### src/common/trap_pkg.sv
//////////////////////////////////////////////////
// trap package
// interrupt vectors, trap cause codes and PC selectors
//////////////////////////////////////////////////

`default_nettype none

package trap_pkg;

  localparam int unsigned FAST_IRQS = 15;

  typedef logic [3:0] fast_id_t;

  // M-mode interrupt lines, already masked with mie
  typedef struct packed {
    logic                 irq_software;
    logic                 irq_timer;
    logic                 irq_external;
    logic [FAST_IRQS-1:0] irq_fast;
  } irqs_t;

  // bit 5 set marks an interrupt
  typedef logic [5:0] exc_cause_t;

  // synchronous exceptions
  localparam exc_cause_t EXC_CAUSE_INSTR_ACCESS_FAULT = 6'd1;
  localparam exc_cause_t EXC_CAUSE_ILLEGAL_INSN       = 6'd2;
  localparam exc_cause_t EXC_CAUSE_BREAKPOINT         = 6'd3;
  localparam exc_cause_t EXC_CAUSE_ECALL_UMODE        = 6'd8;
  localparam exc_cause_t EXC_CAUSE_ECALL_MMODE        = 6'd11;
  // interrupts
  localparam exc_cause_t EXC_CAUSE_IRQ_NM             = 6'd32;
  localparam exc_cause_t EXC_CAUSE_IRQ_SOFTWARE_M     = 6'd35;
  localparam exc_cause_t EXC_CAUSE_IRQ_TIMER_M        = 6'd39;
  localparam exc_cause_t EXC_CAUSE_IRQ_EXTERNAL_M     = 6'd43;
  // fast irq n maps to this base plus n
  localparam exc_cause_t EXC_CAUSE_IRQ_FAST_0         = 6'd48;

  // fetch address selector
  typedef enum logic [2:0] {
    PC_BOOT = 3'd0,
    PC_JUMP = 3'd1,
    PC_EXC  = 3'd2,
    PC_ERET = 3'd3
  } pc_sel_e;

  // trap vector selector
  typedef enum logic {
    EXC_PC_EXC = 1'b0,
    EXC_PC_IRQ = 1'b1
  } exc_pc_sel_e;

endpackage

`default_nettype wire

### src/common/core_pkg.sv
//////////////////////////////////////////////////
// core package
// core-wide widths, privilege levels, controller states
// and the grouped decoder and CSR strobes
//////////////////////////////////////////////////

`default_nettype none

package core_pkg;

  // data and address width
  localparam int unsigned XLEN = 32;

  typedef logic [XLEN-1:0] xlen_t;

  // only M and U are implemented
  typedef enum logic [1:0] {
    PRIV_LVL_U = 2'b00,
    PRIV_LVL_M = 2'b11
  } priv_lvl_e;

  // raw decoder flags, not yet qualified with instr valid
  typedef struct packed {
    logic illegal;
    logic ecall;
    logic mret;
    logic wfi;
    logic ebrk;
    logic csr_flush;
  } dec_flags_t;

  // CSR save and restore strobes
  typedef struct packed {
    logic save_if;
    logic save_id;
    logic save_cause;
    logic restore_mret;
  } csr_ctrl_t;

  // main controller FSM
  typedef enum logic [3:0] {
    RESET, BOOT_SET, WAIT_SLEEP, SLEEP, FIRST_FETCH, DECODE, FLUSH, IRQ_TAKEN
  } ctrl_fsm_e;

endpackage

`default_nettype wire
### src/ctrl/ctrl_top.sv
//////////////////////////////////////////////////
// controller top
// exception detect, irq priority and main FSM
//////////////////////////////////////////////////

`timescale 1ns/1ps
`default_nettype none

module ctrl_top
  import core_pkg::*;
  import trap_pkg::*;
(
  input  logic        clk_i,
  input  logic        rst_ni,
  input  logic        fetch_enable_i,
  output logic        ctrl_busy_o,
  // from IF-ID register and decoder
  input  dec_flags_t  dec_i,
  input  logic        instr_valid_i,
  input  xlen_t       instr_i,
  input  logic        instr_fetch_err_i,
  input  xlen_t       pc_id_i,
  output logic        instr_valid_clear_o,
  output logic        id_in_ready_o,
  output logic        controller_run_o,
  // to prefetcher
  output logic        instr_req_o,
  output logic        pc_set_o,
  output pc_sel_e     pc_mux_o,
  output exc_pc_sel_e exc_pc_mux_o,
  output exc_cause_t  exc_cause_o,
  input  logic        branch_set_i,
  input  logic        jump_set_i,
  // interrupts
  input  logic        csr_mstatus_mie_i,
  input  logic        irq_pending_i,
  input  irqs_t       irqs_i,
  input  logic        irq_nm_i,
  output logic        nmi_mode_o,
  // CSRs
  output csr_ctrl_t   csr_ctrl_o,
  output xlen_t       csr_mtval_o,
  input  priv_lvl_e   priv_mode_i,
  input  logic        csr_mstatus_tw_i,
  // stall, flush and perf
  input  logic        stall_id_i,
  output logic        flush_id_o,
  output logic        perf_jump_o,
  output logic        perf_tbranch_o
);

  dec_flags_t ins_q;
  exc_cause_t irq_cause;
  logic       fetch_err;
  logic       special_req;
  logic       special_req_branch;
  logic       exc_req_q;
  logic       illegal_q;
  logic       in_flush;

  exc_detect exc_detect_i (
    .clk_i                (clk_i),
    .rst_ni               (rst_ni),
    .dec_i                (dec_i),
    .instr_valid_i        (instr_valid_i),
    .instr_fetch_err_i    (instr_fetch_err_i),
    .priv_mode_i          (priv_mode_i),
    .csr_mstatus_tw_i     (csr_mstatus_tw_i),
    .in_flush_i           (in_flush),
    .ins_q_o              (ins_q),
    .fetch_err_o          (fetch_err),
    .special_req_o        (special_req),
    .special_req_branch_o (special_req_branch),
    .exc_req_q_o          (exc_req_q),
    .illegal_q_o          (illegal_q)
  );

  irq_prio irq_prio_i (
    .irqs_i      (irqs_i),
    .irq_nm_i    (irq_nm_i),
    .irq_cause_o (irq_cause)
  );

  ctrl_fsm ctrl_fsm_i (
    .clk_i                (clk_i),
    .rst_ni               (rst_ni),
    .fetch_enable_i       (fetch_enable_i),
    .instr_valid_i        (instr_valid_i),
    .instr_i              (instr_i),
    .pc_id_i              (pc_id_i),
    .ins_i                (ins_q),
    .fetch_err_i          (fetch_err),
    .special_req_i        (special_req),
    .special_req_branch_i (special_req_branch),
    .exc_req_q_i          (exc_req_q),
    .illegal_q_i          (illegal_q),
    .in_flush_o           (in_flush),
    .irq_cause_i          (irq_cause),
    .irq_nm_i             (irq_nm_i),
    .irq_pending_i        (irq_pending_i),
    .csr_mstatus_mie_i    (csr_mstatus_mie_i),
    .priv_mode_i          (priv_mode_i),
    .branch_set_i         (branch_set_i),
    .jump_set_i           (jump_set_i),
    .stall_id_i           (stall_id_i),
    .ctrl_busy_o          (ctrl_busy_o),
    .instr_req_o          (instr_req_o),
    .pc_set_o             (pc_set_o),
    .pc_mux_o             (pc_mux_o),
    .exc_pc_mux_o         (exc_pc_mux_o),
    .exc_cause_o          (exc_cause_o),
    .csr_ctrl_o           (csr_ctrl_o),
    .csr_mtval_o          (csr_mtval_o),
    .nmi_mode_o           (nmi_mode_o),
    .id_in_ready_o        (id_in_ready_o),
    .instr_valid_clear_o  (instr_valid_clear_o),
    .flush_id_o           (flush_id_o),
    .controller_run_o     (controller_run_o),
    .perf_jump_o          (perf_jump_o),
    .perf_tbranch_o       (perf_tbranch_o)
  );

endmodule

`default_nettype wire

### src/ctrl/ctrl_fsm.sv
//////////////////////////////////////////////////
// controller FSM
// boot, decode, flush, sleep and trap entry with
// PC redirect, CSR strobes and ID stage stall control
//////////////////////////////////////////////////

`timescale 1ns/1ps
`default_nettype none

module ctrl_fsm
  import core_pkg::*;
  import trap_pkg::*;
(
  input  logic        clk_i,
  input  logic        rst_ni,
  input  logic        fetch_enable_i,
  input  logic        instr_valid_i,
  input  xlen_t       instr_i,
  input  xlen_t       pc_id_i,
  // from exception detect
  input  dec_flags_t  ins_i,
  input  logic        fetch_err_i,
  input  logic        special_req_i,
  input  logic        special_req_branch_i,
  input  logic        exc_req_q_i,
  input  logic        illegal_q_i,
  output logic        in_flush_o,
  // interrupts
  input  exc_cause_t  irq_cause_i,
  input  logic        irq_nm_i,
  input  logic        irq_pending_i,
  input  logic        csr_mstatus_mie_i,
  input  priv_lvl_e   priv_mode_i,
  // from ID stage
  input  logic        branch_set_i,
  input  logic        jump_set_i,
  input  logic        stall_id_i,
  // to IF stage and CSRs
  output logic        ctrl_busy_o,
  output logic        instr_req_o,
  output logic        pc_set_o,
  output pc_sel_e     pc_mux_o,
  output exc_pc_sel_e exc_pc_mux_o,
  output exc_cause_t  exc_cause_o,
  output csr_ctrl_t   csr_ctrl_o,
  output xlen_t       csr_mtval_o,
  output logic        nmi_mode_o,
  output logic        id_in_ready_o,
  output logic        instr_valid_clear_o,
  output logic        flush_id_o,
  output logic        controller_run_o,
  output logic        perf_jump_o,
  output logic        perf_tbranch_o
);

  ctrl_fsm_e state_q, state_d;
  logic      nmi_mode_q, nmi_mode_d;
  logic      handle_irq;
  logic      halt_if;
  logic      flush_id;

  // no nesting while the NMI handler runs
  assign handle_irq = ~nmi_mode_q & (irq_nm_i | (irq_pending_i & csr_mstatus_mie_i));

  assign in_flush_o = (state_q == FLUSH);

  //////////////////////////////////////////////////
  // next state and outputs
  //////////////////////////////////////////////////

  always_comb begin : fsm_comb
    state_d          = state_q;
    nmi_mode_d       = nmi_mode_q;
    instr_req_o      = 1'b1;
    ctrl_busy_o      = 1'b1;
    // mux values only matter while pc_set is high
    pc_set_o         = 1'b0;
    pc_mux_o         = PC_BOOT;
    exc_pc_mux_o     = EXC_PC_IRQ;
    exc_cause_o      = '0;
    csr_ctrl_o       = '0;
    csr_mtval_o      = '0;
    halt_if          = 1'b0;
    flush_id         = 1'b0;
    controller_run_o = 1'b0;
    perf_jump_o      = 1'b0;
    perf_tbranch_o   = 1'b0;

    unique case (state_q)
      RESET: begin
        // hold boot address until fetch is enabled
        instr_req_o = 1'b0;
        pc_set_o    = 1'b1;
        if (fetch_enable_i) begin
          state_d = BOOT_SET;
        end
      end
      BOOT_SET: begin
        pc_set_o = 1'b1;
        state_d  = FIRST_FETCH;
      end
      WAIT_SLEEP: begin
        ctrl_busy_o = 1'b0;
        instr_req_o = 1'b0;
        halt_if     = 1'b1;
        flush_id    = 1'b1;
        state_d     = SLEEP;
      end
      SLEEP: begin
        instr_req_o = 1'b0;
        halt_if     = 1'b1;
        flush_id    = 1'b1;
        // wake on any pending irq, even if mie is clear
        if (irq_nm_i || irq_pending_i) begin
          state_d = FIRST_FETCH;
        end else begin
          ctrl_busy_o = 1'b0;
        end
      end
      FIRST_FETCH: begin
        // wait for the first instr to enter ID, ID is ready once not stalled
        if (!stall_id_i) begin
          state_d = DECODE;
        end
        if (handle_irq) begin
          state_d = IRQ_TAKEN;
          halt_if = 1'b1;
        end
      end
      DECODE: begin
        controller_run_o = 1'b1;
        pc_mux_o         = PC_JUMP;
        // keep the instr in ID, FLUSH decides what to do
        if (special_req_i) begin
          state_d = FLUSH;
          halt_if = 1'b1;
        end
        // branch goes out at once unless a fetch error cancels it
        if ((branch_set_i || jump_set_i) && !special_req_branch_i) begin
          pc_set_o = 1'b1;
          // counters only see instrs valid in ID
          perf_tbranch_o = branch_set_i & instr_valid_i;
          perf_jump_o    = jump_set_i & instr_valid_i;
        end
        if (!stall_id_i && !special_req_i && handle_irq) begin
          state_d = IRQ_TAKEN;
          halt_if = 1'b1;
        end
      end
      IRQ_TAKEN: begin
        pc_mux_o     = PC_EXC;
        exc_pc_mux_o = EXC_PC_IRQ;
        if (handle_irq) begin
          pc_set_o              = 1'b1;
          csr_ctrl_o.save_if    = 1'b1;
          csr_ctrl_o.save_cause = 1'b1;
          exc_cause_o           = irq_cause_i;
          // nmi wins in irq_prio, so this is the nmi entry
          if (irq_nm_i) begin
            nmi_mode_d = 1'b1;
          end
        end
        state_d = DECODE;
      end
      FLUSH: begin
        halt_if  = 1'b1;
        flush_id = 1'b1;
        state_d  = DECODE;
        if (exc_req_q_i) begin
          pc_set_o              = 1'b1;
          pc_mux_o              = PC_EXC;
          exc_pc_mux_o          = EXC_PC_EXC;
          csr_ctrl_o.save_cause = 1'b1;
          // cause priority: fetch error, illegal, ecall, ebreak
          if (fetch_err_i) begin
            exc_cause_o = EXC_CAUSE_INSTR_ACCESS_FAULT;
            csr_mtval_o = pc_id_i;
          end else if (illegal_q_i) begin
            exc_cause_o = EXC_CAUSE_ILLEGAL_INSN;
            csr_mtval_o = instr_i;
          end else if (ins_i.ecall) begin
            exc_cause_o = (priv_mode_i == PRIV_LVL_M) ? EXC_CAUSE_ECALL_MMODE :
                                                        EXC_CAUSE_ECALL_UMODE;
          end else if (ins_i.ebrk) begin
            exc_cause_o = EXC_CAUSE_BREAKPOINT;
          end
        end else if (ins_i.mret) begin
          pc_set_o                = 1'b1;
          pc_mux_o                = PC_ERET;
          csr_ctrl_o.restore_mret = 1'b1;
          // leaving the NMI handler
          nmi_mode_d              = 1'b0;
        end else if (ins_i.wfi) begin
          state_d = WAIT_SLEEP;
        end else if (ins_i.csr_flush && handle_irq) begin
          // csr write may have enabled an irq
          state_d = IRQ_TAKEN;
        end
      end
      default: begin
        instr_req_o = 1'b0;
        state_d     = RESET;
      end
    endcase
  end

  //////////////////////////////////////////////////
  // stall control
  //////////////////////////////////////////////////

  assign id_in_ready_o       = ~stall_id_i & ~halt_if;
  // halt keeps instr valid unless ID is flushed too
  assign instr_valid_clear_o = ~(stall_id_i | halt_if) | flush_id;
  assign flush_id_o          = flush_id;
  assign nmi_mode_o          = nmi_mode_q;

  always_ff @(posedge clk_i or negedge rst_ni) begin : fsm_regs
    if (!rst_ni) begin
      state_q    <= RESET;
      nmi_mode_q <= 1'b0;
    end else begin
      state_q    <= state_d;
      nmi_mode_q <= nmi_mode_d;
    end
  end

endmodule

`default_nettype wire

### src/ctrl/exc_detect.sv
//////////////////////////////////////////////////
// exception detect
// qualifies decoder flags, spots M-mode-only misuse and
// raises the special requests for the controller
//////////////////////////////////////////////////

`timescale 1ns/1ps
`default_nettype none

module exc_detect
  import core_pkg::*;
(
  input  logic       clk_i,
  input  logic       rst_ni,

  input  dec_flags_t dec_i,
  input  logic       instr_valid_i,
  input  logic       instr_fetch_err_i,
  input  priv_lvl_e  priv_mode_i,
  input  logic       csr_mstatus_tw_i,
  input  logic       in_flush_i,

  output dec_flags_t ins_q_o,
  output logic       fetch_err_o,
  output logic       special_req_o,
  output logic       special_req_branch_o,
  output logic       exc_req_q_o,
  output logic       illegal_q_o
);

  logic illegal_umode;
  logic illegal_d;
  logic exc_req_d;
  logic exc_req_q;
  logic illegal_q;

  // decoder flags do not look at instr valid
  assign fetch_err_o = instr_fetch_err_i & instr_valid_i;

  // mret and trapped wfi need M-mode
  assign illegal_umode = (priv_mode_i != PRIV_LVL_M) & instr_valid_i &
                         (dec_i.mret | (csr_mstatus_tw_i & dec_i.wfi));

  always_comb begin : qualify
    ins_q_o           = dec_i & {$bits(dec_flags_t){instr_valid_i}};
    // misuse outside M-mode folds into the illegal flag
    ins_q_o.illegal   = ins_q_o.illegal | illegal_umode;
  end

  // blocked in flush so a handled exception is not raised again
  assign illegal_d = ins_q_o.illegal & ~in_flush_i;
  assign exc_req_d = (ins_q_o.ecall | ins_q_o.ebrk | illegal_d | fetch_err_o) & ~in_flush_i;

  // anything that needs the FLUSH state
  assign special_req_o = ins_q_o.mret | ins_q_o.wfi | ins_q_o.csr_flush | exc_req_d;

  // only a fetch error can cancel a taken branch
  assign special_req_branch_o = fetch_err_o & ~in_flush_i;

  // registered flags, used in FLUSH to cut the decoder path to pc_set
  always_ff @(posedge clk_i or negedge rst_ni) begin : exc_regs
    if (!rst_ni) begin
      exc_req_q <= 1'b0;
      illegal_q <= 1'b0;
    end else begin
      exc_req_q <= exc_req_d;
      illegal_q <= illegal_d;
    end
  end

  assign exc_req_q_o = exc_req_q;
  assign illegal_q_o = illegal_q;

endmodule

`default_nettype wire

### src/source/irq_prio.sv
//////////////////////////////////////////////////
// interrupt priority
// picks the winning interrupt and encodes its trap cause
//////////////////////////////////////////////////

`timescale 1ns/1ps
`default_nettype none

module irq_prio
  import trap_pkg::*;
(
  input  irqs_t      irqs_i,
  input  logic       irq_nm_i,
  output exc_cause_t irq_cause_o
);

  fast_id_t fast_id;
  logic     fast_any;

  // fast irq encoder, highest index wins since later hits overwrite
  always_comb begin : fast_enc
    fast_id = '0;
    for (int unsigned i = 0; i < FAST_IRQS; i++) begin
      if (irqs_i.irq_fast[i]) begin
        fast_id = fast_id_t'(i);
      end
    end
  end

  assign fast_any = |irqs_i.irq_fast;

  // fixed order: nmi, fast, external, software, timer
  always_comb begin : cause_sel
    if (irq_nm_i) begin
      irq_cause_o = EXC_CAUSE_IRQ_NM;
    end else if (fast_any) begin
      irq_cause_o = EXC_CAUSE_IRQ_FAST_0 + exc_cause_t'(fast_id);
    end else if (irqs_i.irq_external) begin
      irq_cause_o = EXC_CAUSE_IRQ_EXTERNAL_M;
    end else if (irqs_i.irq_software) begin
      irq_cause_o = EXC_CAUSE_IRQ_SOFTWARE_M;
    end else if (irqs_i.irq_timer) begin
      irq_cause_o = EXC_CAUSE_IRQ_TIMER_M;
    end else begin
      // nothing pending, value is ignored by the FSM
      irq_cause_o = '0;
    end
  end

endmodule

`default_nettype wire

### config.mk
export PLATFORM = sky130hd
export DESIGN_NAME = ctrl_top
export DESIGN_NICKNAME = d
export VERILOG_FILES = /design/src/common/trap_pkg.sv /design/src/common/core_pkg.sv /design/src/ctrl/ctrl_top.sv /design/src/ctrl/ctrl_fsm.sv /design/src/ctrl/exc_detect.sv /design/src/source/irq_prio.sv
export SDC_FILE = /design/constraint.sdc
export NUM_CORES = 1
export LEC_CHECK = 0
export BUFFER_PORTS_ARGS = -buffer_cell sky130_fd_sc_hd__buf_2
export CORE_MARGIN = 5
export CORE_UTILIZATION = 34
export DETAILED_ROUTE_END_ITERATION = 10
export GPL_ROUTABILITY_DRIVEN = 0
export PLACE_DENSITY = 0.92
export REMOVE_ABC_BUFFERS = 1
export SETUP_SLACK_MARGIN = 0.02
export SYNTH_ARGS = -nofsm -noshare
export SYNTH_HDL_FRONTEND = slang
export SYNTH_SLANG_ARGS = --single-unit
### constraint.sdc
create_clock -name clk_i -period 1.85 [get_ports clk_i]
set_clock_uncertainty 0.1 [all_clocks]
set_input_delay 0.0925 -clock clk_i [delete_from_list [all_inputs] [get_ports clk_i]]
set_output_delay 0.0925 -clock clk_i [all_outputs]
set_load 0.01 [all_outputs]
# Yosys cells after proc, flatten, opt, wreduce, memory -nomap -nowiden
# Cells that the tools add are included.
dict set report word_totals {
  reg_bits 7
  in_bits 102
  output_inout_bits 56
  word_cells 142
}
dict set report classes {
  addsub 1
  eq_ne 17
  mux 74
  bitwise 29
  n_reduce_logical 17
}
# cell count
set op_table {}
lappend op_table {{$mux 32} 4}
lappend op_table {{$mux 4} 15}
lappend op_table {{$mux 6} 10}
lappend op_table {{$pmux 4 s8} 1}
lappend op_table {{$mux 1} 25}
lappend op_table {{$mux 3} 6}
lappend op_table {{$eq 4x3->1 const B} 4}
lappend op_table {{$reduce_or 15->1} 1}
lappend op_table {{$and 1x1->1} 12}
lappend op_table {{$mux 2} 6}
lappend op_table {{$pmux 6 s2} 1}
lappend op_table {{$or 1x1->1} 11}
lappend op_table {{$ne 2x2->1 const B} 5}
lappend op_table {{$pmux 3 s3} 1}
lappend op_table {{$eq 4x2->1 const B} 2}
lappend op_table {{$add 5x5->6 const A} 1}
lappend op_table {{$and 6x6->6} 1}
lappend op_table {{$pmux 1 s2} 3}
lappend op_table {{$not 1->1} 5}
lappend op_table {{$reduce_and 5->1} 1}
lappend op_table {{$reduce_or 5->1} 1}
lappend op_table {{$eq 4x1->1 const B} 1}
lappend op_table {{$logic_and 1x1->1} 4}
lappend op_table {{$logic_not 4->1} 1}
lappend op_table {{12 further kinds} 16}

# Depth between registers and ports, before layout
dict set report logic_depth {
  word_depth 19
  mapped_depth 6
  ltp_nobuf 5
}

# By module
# A second synthesis with hierarchy kept.
dict set report hier_totals {
  hier_cells 211
  area_unflattened_um2 1372.6
}
# module n_inst cells_per_inst area_per_inst_um2 seq_area_each_um2
set by_module_without_submodules {}
lappend by_module_without_submodules {ctrl_fsm 1 153 972.2 100.1}
lappend by_module_without_submodules {irq_prio 1 36 237.7 0.0}
lappend by_module_without_submodules {exc_detect 1 22 162.7 50.0}

# Worst setup path before layout
# No wires, ideal clock.
dict set report synth_path {
  path_type {register to output}
  startpoint {reg ctrl_fsm_i.nmi_mode_q, in the netlist ctrl_fsm_i.nmi_mode_o}
  endpoint {out exc_cause_o[0]}
  arrival_ns 1.428
  required_ns 1.657
  setup_slack_ns 0.230
  path_stages_with_launch 5
  n_path_buf 0
  path_cell_list {dfrtp_1 nor4_4 nand2b_2 nand2b_4 o32ai_2}
}
dict set report synth_via {
  elab_chain_len 4
}
# item line_no
set synth_lines {}
lappend synth_lines {{start: declaration} ctrl_fsm.sv:57} ;# logic nmi_mode_q, nmi_mode_d;
lappend synth_lines {{start signal: assignment} ctrl_fsm.sv:223} ;# nmi_mode_q <= nmi_mode_d;
lappend synth_lines {{$not 1->1} ctrl_fsm.sv:63} ;# assign handle_irq = ~nmi_mode_q & (irq_nm_i | (irq_pending_i & csr_mstatus_mie_i));
lappend synth_lines {{$and 1x1->1} ctrl_fsm.sv:63}
lappend synth_lines {{$mux 6} ctrl_fsm.sv:153} ;# if (handle_irq) begin
lappend synth_lines {{$pmux 6 s2} ctrl_fsm.sv:89} ;# unique case (state_q)
lappend synth_lines {{end: declaration} ctrl_top.sv:31} ;# output exc_cause_t exc_cause_o,
# Every way passes these cells.

# Final worst setup path
dict set report layout_path {
  startpoint {reg ctrl_fsm_i.state_q[0]}
  endpoint {out exc_cause_o[0]}
}
dict set report layout_via {
  elab_chain_len 2
  elab_cells_between_ends 3
  classes_between {eq/ne (2); mux (1)}
}
# item line_no
set layout_lines {}
lappend layout_lines {{start: declaration} ctrl_fsm.sv:56} ;# ctrl_fsm_e state_q, state_d;
lappend layout_lines {{start signal: assignment} ctrl_fsm.sv:222} ;# state_q <= state_d;
lappend layout_lines {{$eq 4x3->1} ctrl_fsm.sv:89}
lappend layout_lines {{$pmux 6 s2 (*)} ctrl_fsm.sv:89}
# Mark *: on every way between the ends. The rest lies on a longest branch, timed or not.

==> impl_results.md <==
- Status: finished clean
- Worst Setup End Kind: output pin
- Post-Route Utilization: 0.617
- Core area: 3740 um2
- Setup TNS Final: 0 ns
- Chip Height: ~73 um
- Grt met3 use: 0.0441
- Final setup violation count: 0
- WL final: 6230 um
- Die width: 73.0 um
- First-pass iteration count of the detailed router: 4
- Share of layout cells above drive strength 1: 0.479
- Sequential-to-total area share from yosys stat: 0.111
- Bufs on Longest Clock Path: 2
- Leading register cell type out of synthesis: dfrtp_1
- Total gr overflow: 0
- RSZ-0062 raised after global routing: true
- Synth Register Bits: 6
- Post-placement cell count: 428
- Worst setup SP type: flop
- Clock slew at reported path FFs: 0.04 ns
- Net Switching: 713 uW
- Die footprint: 5330 um2
- Worst Path Required: 1.66 ns
- Hold Vio Cnt, Final: 0
- Most Crowded Layer GR: met2
- Min-delay src: dec_i[5]
- Crit Path Max Fanout: 4
- DRT antenna net count: 0
- CP Launch Point: ctrl_fsm_i.state_q[0]
- Largest net degree at the start of global routing: 33
- Final #Nets: 494
- Flop pwr share: 0.137
- Mapped Cells: 236
- Fmax achieved: 0.558 GHz
- Max rail drop VDD: approximately 490 uV
- Place WS: 0.188 ns
- Netlist cell types: 43
- Comb pwr share: 0.737
- Syn Area/Cell: 5.72 um2
- TritonCTS Sinks: 6
- Clock share of power: 0.126
- Register area: 150 um2
- Tmin final: 1.79 ns
- P_int: 804 uW
- Remaining DRCs: 0
- Initial antenna violation count: 0
- Total GRT Usage: 0.210
- CP top delay family: simple AND/OR/NAND/NOR gates
- H-Tree Depth: 1
- Slew Viols, Final: 0
- CP Buf/Inv Count: 2
- Area of the multi-input gates: 1100 um2
- Crit-path cells: inv_2, nor4_4, nand2b_2, nand2b_4, o32ai_2, buf_2
- Fillers: 369
- Rows: 22
- Vias in the first global route: roughly 2,100
- Diode count: 0
- Vias post-DR: ~2,300
- Async set or reset register ratio after synthesis: 1.00
- Class of the worst hold path: in2reg
- Max stage delay on crit path: 0.36 ns
- Initial Utilization: 0.360
- Initial DRC count: 82
- CP Class: reg2out
- Number of synthesized flops with an enable pin: 0
- Final Non-Filler Cells: about 440
- CTS tree: built
- TritonCTS buffer count: 3
- DR vias/cell: between 5 and 6
- Final setup margin: approximately 0.06 ns
- Post-DP HPWL: 5100 um
- Worst r2r src: exc_detect_i.exc_req_q_o
- Fin crit share: 0.968
- I/O pin total: 158
- PwrDens: 657 nW/um2
- Max Cap Viol: 0
- M1 GR Usage: 0.242
- Total power draw: 1520 uW
- Leak pwr: 0.00122 uW
- Worst-Skew Late Latency: 0.22 ns
- Mapped Area: 1350 um2
- First-pass GRT wire length: between 9000 and 10,000 um
- Area growth syn-to-layout: 71.3%
- Ys Warns: 0
- Worst Path Arrival: 1.60 ns
- Met2 Track Usage GR: 0.394
- CP max-delay cell: dfrtp_1
- Root Driver: clkbuf_8
- WL/cell: between 10 and 15 um
- Switching Fraction: 0.470
- # port buffers: between 150 and 200
worst register-to-register path: cells and delay by family (launching register included):
| kind | cells | cell delay, ns |
|---|---|---|
| AND/OR/NAND/NOR | 3 | 0.49 |
| AO/OA/AOI/OAI | 2 | 0.47 |
| flip-flops | 1 | 0.42 |
routing by layer:
metal / wire [um] / share of wire
met5: 0 / 0
met4: 64 / 0.010
met3: 686 / 0.11
met2: 3300 / 0.53
met1: 2180 / 0.35
area by class of cell:
| cell class | instances | share of cell area |
|---|---|---|
| clock buffer | 3 | 0.0179 |
| inverter | 8 | 0.0130 |
| multi-input combinational | 202 | 0.478 |
| sequential | 6 | 0.0650 |
| tap | 48 | 0.0260 |
| timing repair buffer | 171 | 0.400 |
sequential cells by signal, indices dropped and copies added, names as in the netlist:
name                      flops
ctrl_fsm_i.nmi_mode_o         1
exc_detect_i.exc_req_q_o      1
exc_detect_i.illegal_q_o      1
ctrl_fsm_i.state_q            3
per-stage QoR:
| stage | instance area (um2) | hold WS, ns |
|---|---|---|
| 2_1_floorplan | 1260 | -0.303 |
| 3_3_place_gp | 2170 | -0.175 |
| 3_5_place_dp | 2170 | -0.173 |
| 4_1_cts | 2260 | 0.0559 |
| 5_1_grt | 2310 | 0.0657 |
| 6_report | 2310 | 0.0582 |
kinds of logic (layout without fill, tap and decap cells):
family / Yosys count / count (layout) / share of synthesized area
simple gates: 133 / 133 / 0.503
compound gates: 67 / 67 / 0.291
other cells: 1 / 2 / 0.00278
buf+inv: 29 / 182 / 0.0918
flops: 6 / 6 / 0.111
power groups by stage:
| stage | Combinational, uW | Clock (uW) | Sequential (uW) |
|---|---|---|---|
| floorplan | 483 | 0 | 266 |
| global placement | 967 | 0 | 199 |
| detailed placement | 987 | 0 | 203 |
| CTS | 1010 | 198 | 206 |
| global route | 1230 | 208 | 211 |
| finish | 1120 | 192 | 207 |
final timing paths:
kind,slack [ns],end,depth (start not counted)
max,0.06,exc_cause_o[0],6
min,0.06,exc_detect_i.illegal_q_o,3
max reg2reg,0.26,ctrl_fsm_i.state_q[1],5
min reg2reg,0.52,ctrl_fsm_i.nmi_mode_o,2
max in group asynchronous,1.38,exc_detect_i.exc_req_q_o,2
min in group asynchronous,0.12,ctrl_fsm_i.state_q[2],2
Yosys cell counts (2+ instances only):
| cell type | n | area (um2) |
|---|---|---|
| nand2b_1 | 4 | 25.0 |
| nor3_1 | 9 | 45.0 |
| nor2_1 | 16 | 60.1 |
| and2_1 | 3 | 18.8 |
| dfrtp_1 | 6 | 150 |
| nand3_1 | 36 | 180 |
| inv_1 | 7 | 26.3 |
| a31oi_1 | 2 | 12.5 |
| o31ai_1 | 2 | 15.0 |
| o22ai_1 | 2 | 12.5 |
| clkbuf_1 | 13 | 48.8 |
| a211oi_1 | 2 | 15.0 |
| o21ai_0 | 7 | 35.0 |
| a21oi_1 | 43 | 215 |
| or2_2 | 2 | 12.5 |
| buf_4 | 2 | 15.0 |
| nor4_1 | 5 | 31.3 |
| buf_2 | 6 | 30.0 |
| nor3b_1 | 3 | 22.5 |
| nor2b_1 | 2 | 12.5 |
| nand2_1 | 42 | 158 |
timing repair:
item	CTS	global route
cloned	0	0
hold buffers	1	0
pin swaps	2	4
hold endpoints to repair	6	0
resized for setup	2	8
buffers inserted	3	3
setup endpoints to repair	4	39
cells in the final DEF (no fill, tap or decap), types with 2 or more instances in the layout:
cell type | Yosys | final
o21ai_0 | 7 | 7
nor2_1 | 16 | 14
a211oi_1 | 2 | 2
dfrtp_1 | 6 | 6
buf_2 | 6 | 154
nor4_1 | 5 | 5
nand2_4 | 0 | 2
a21oi_1 | 43 | 43
nand2b_1 | 4 | 4
nor3b_1 | 3 | 3
buf_6 | 0 | 3
o31ai_1 | 2 | 2
nand2_1 | 42 | 41
conb_1 | 1 | 2
clkbuf_8 | 0 | 3
and2_1 | 3 | 3
buf_4 | 2 | 12
nand3_1 | 36 | 36
nor3_1 | 9 | 9
nor2b_1 | 2 | 2
o22ai_1 | 2 | 2
a31oi_1 | 2 | 2
inv_1 | 7 | 7
or2_2 | 2 | 2
Note: power is estimated with default switching activity, not from simulation.
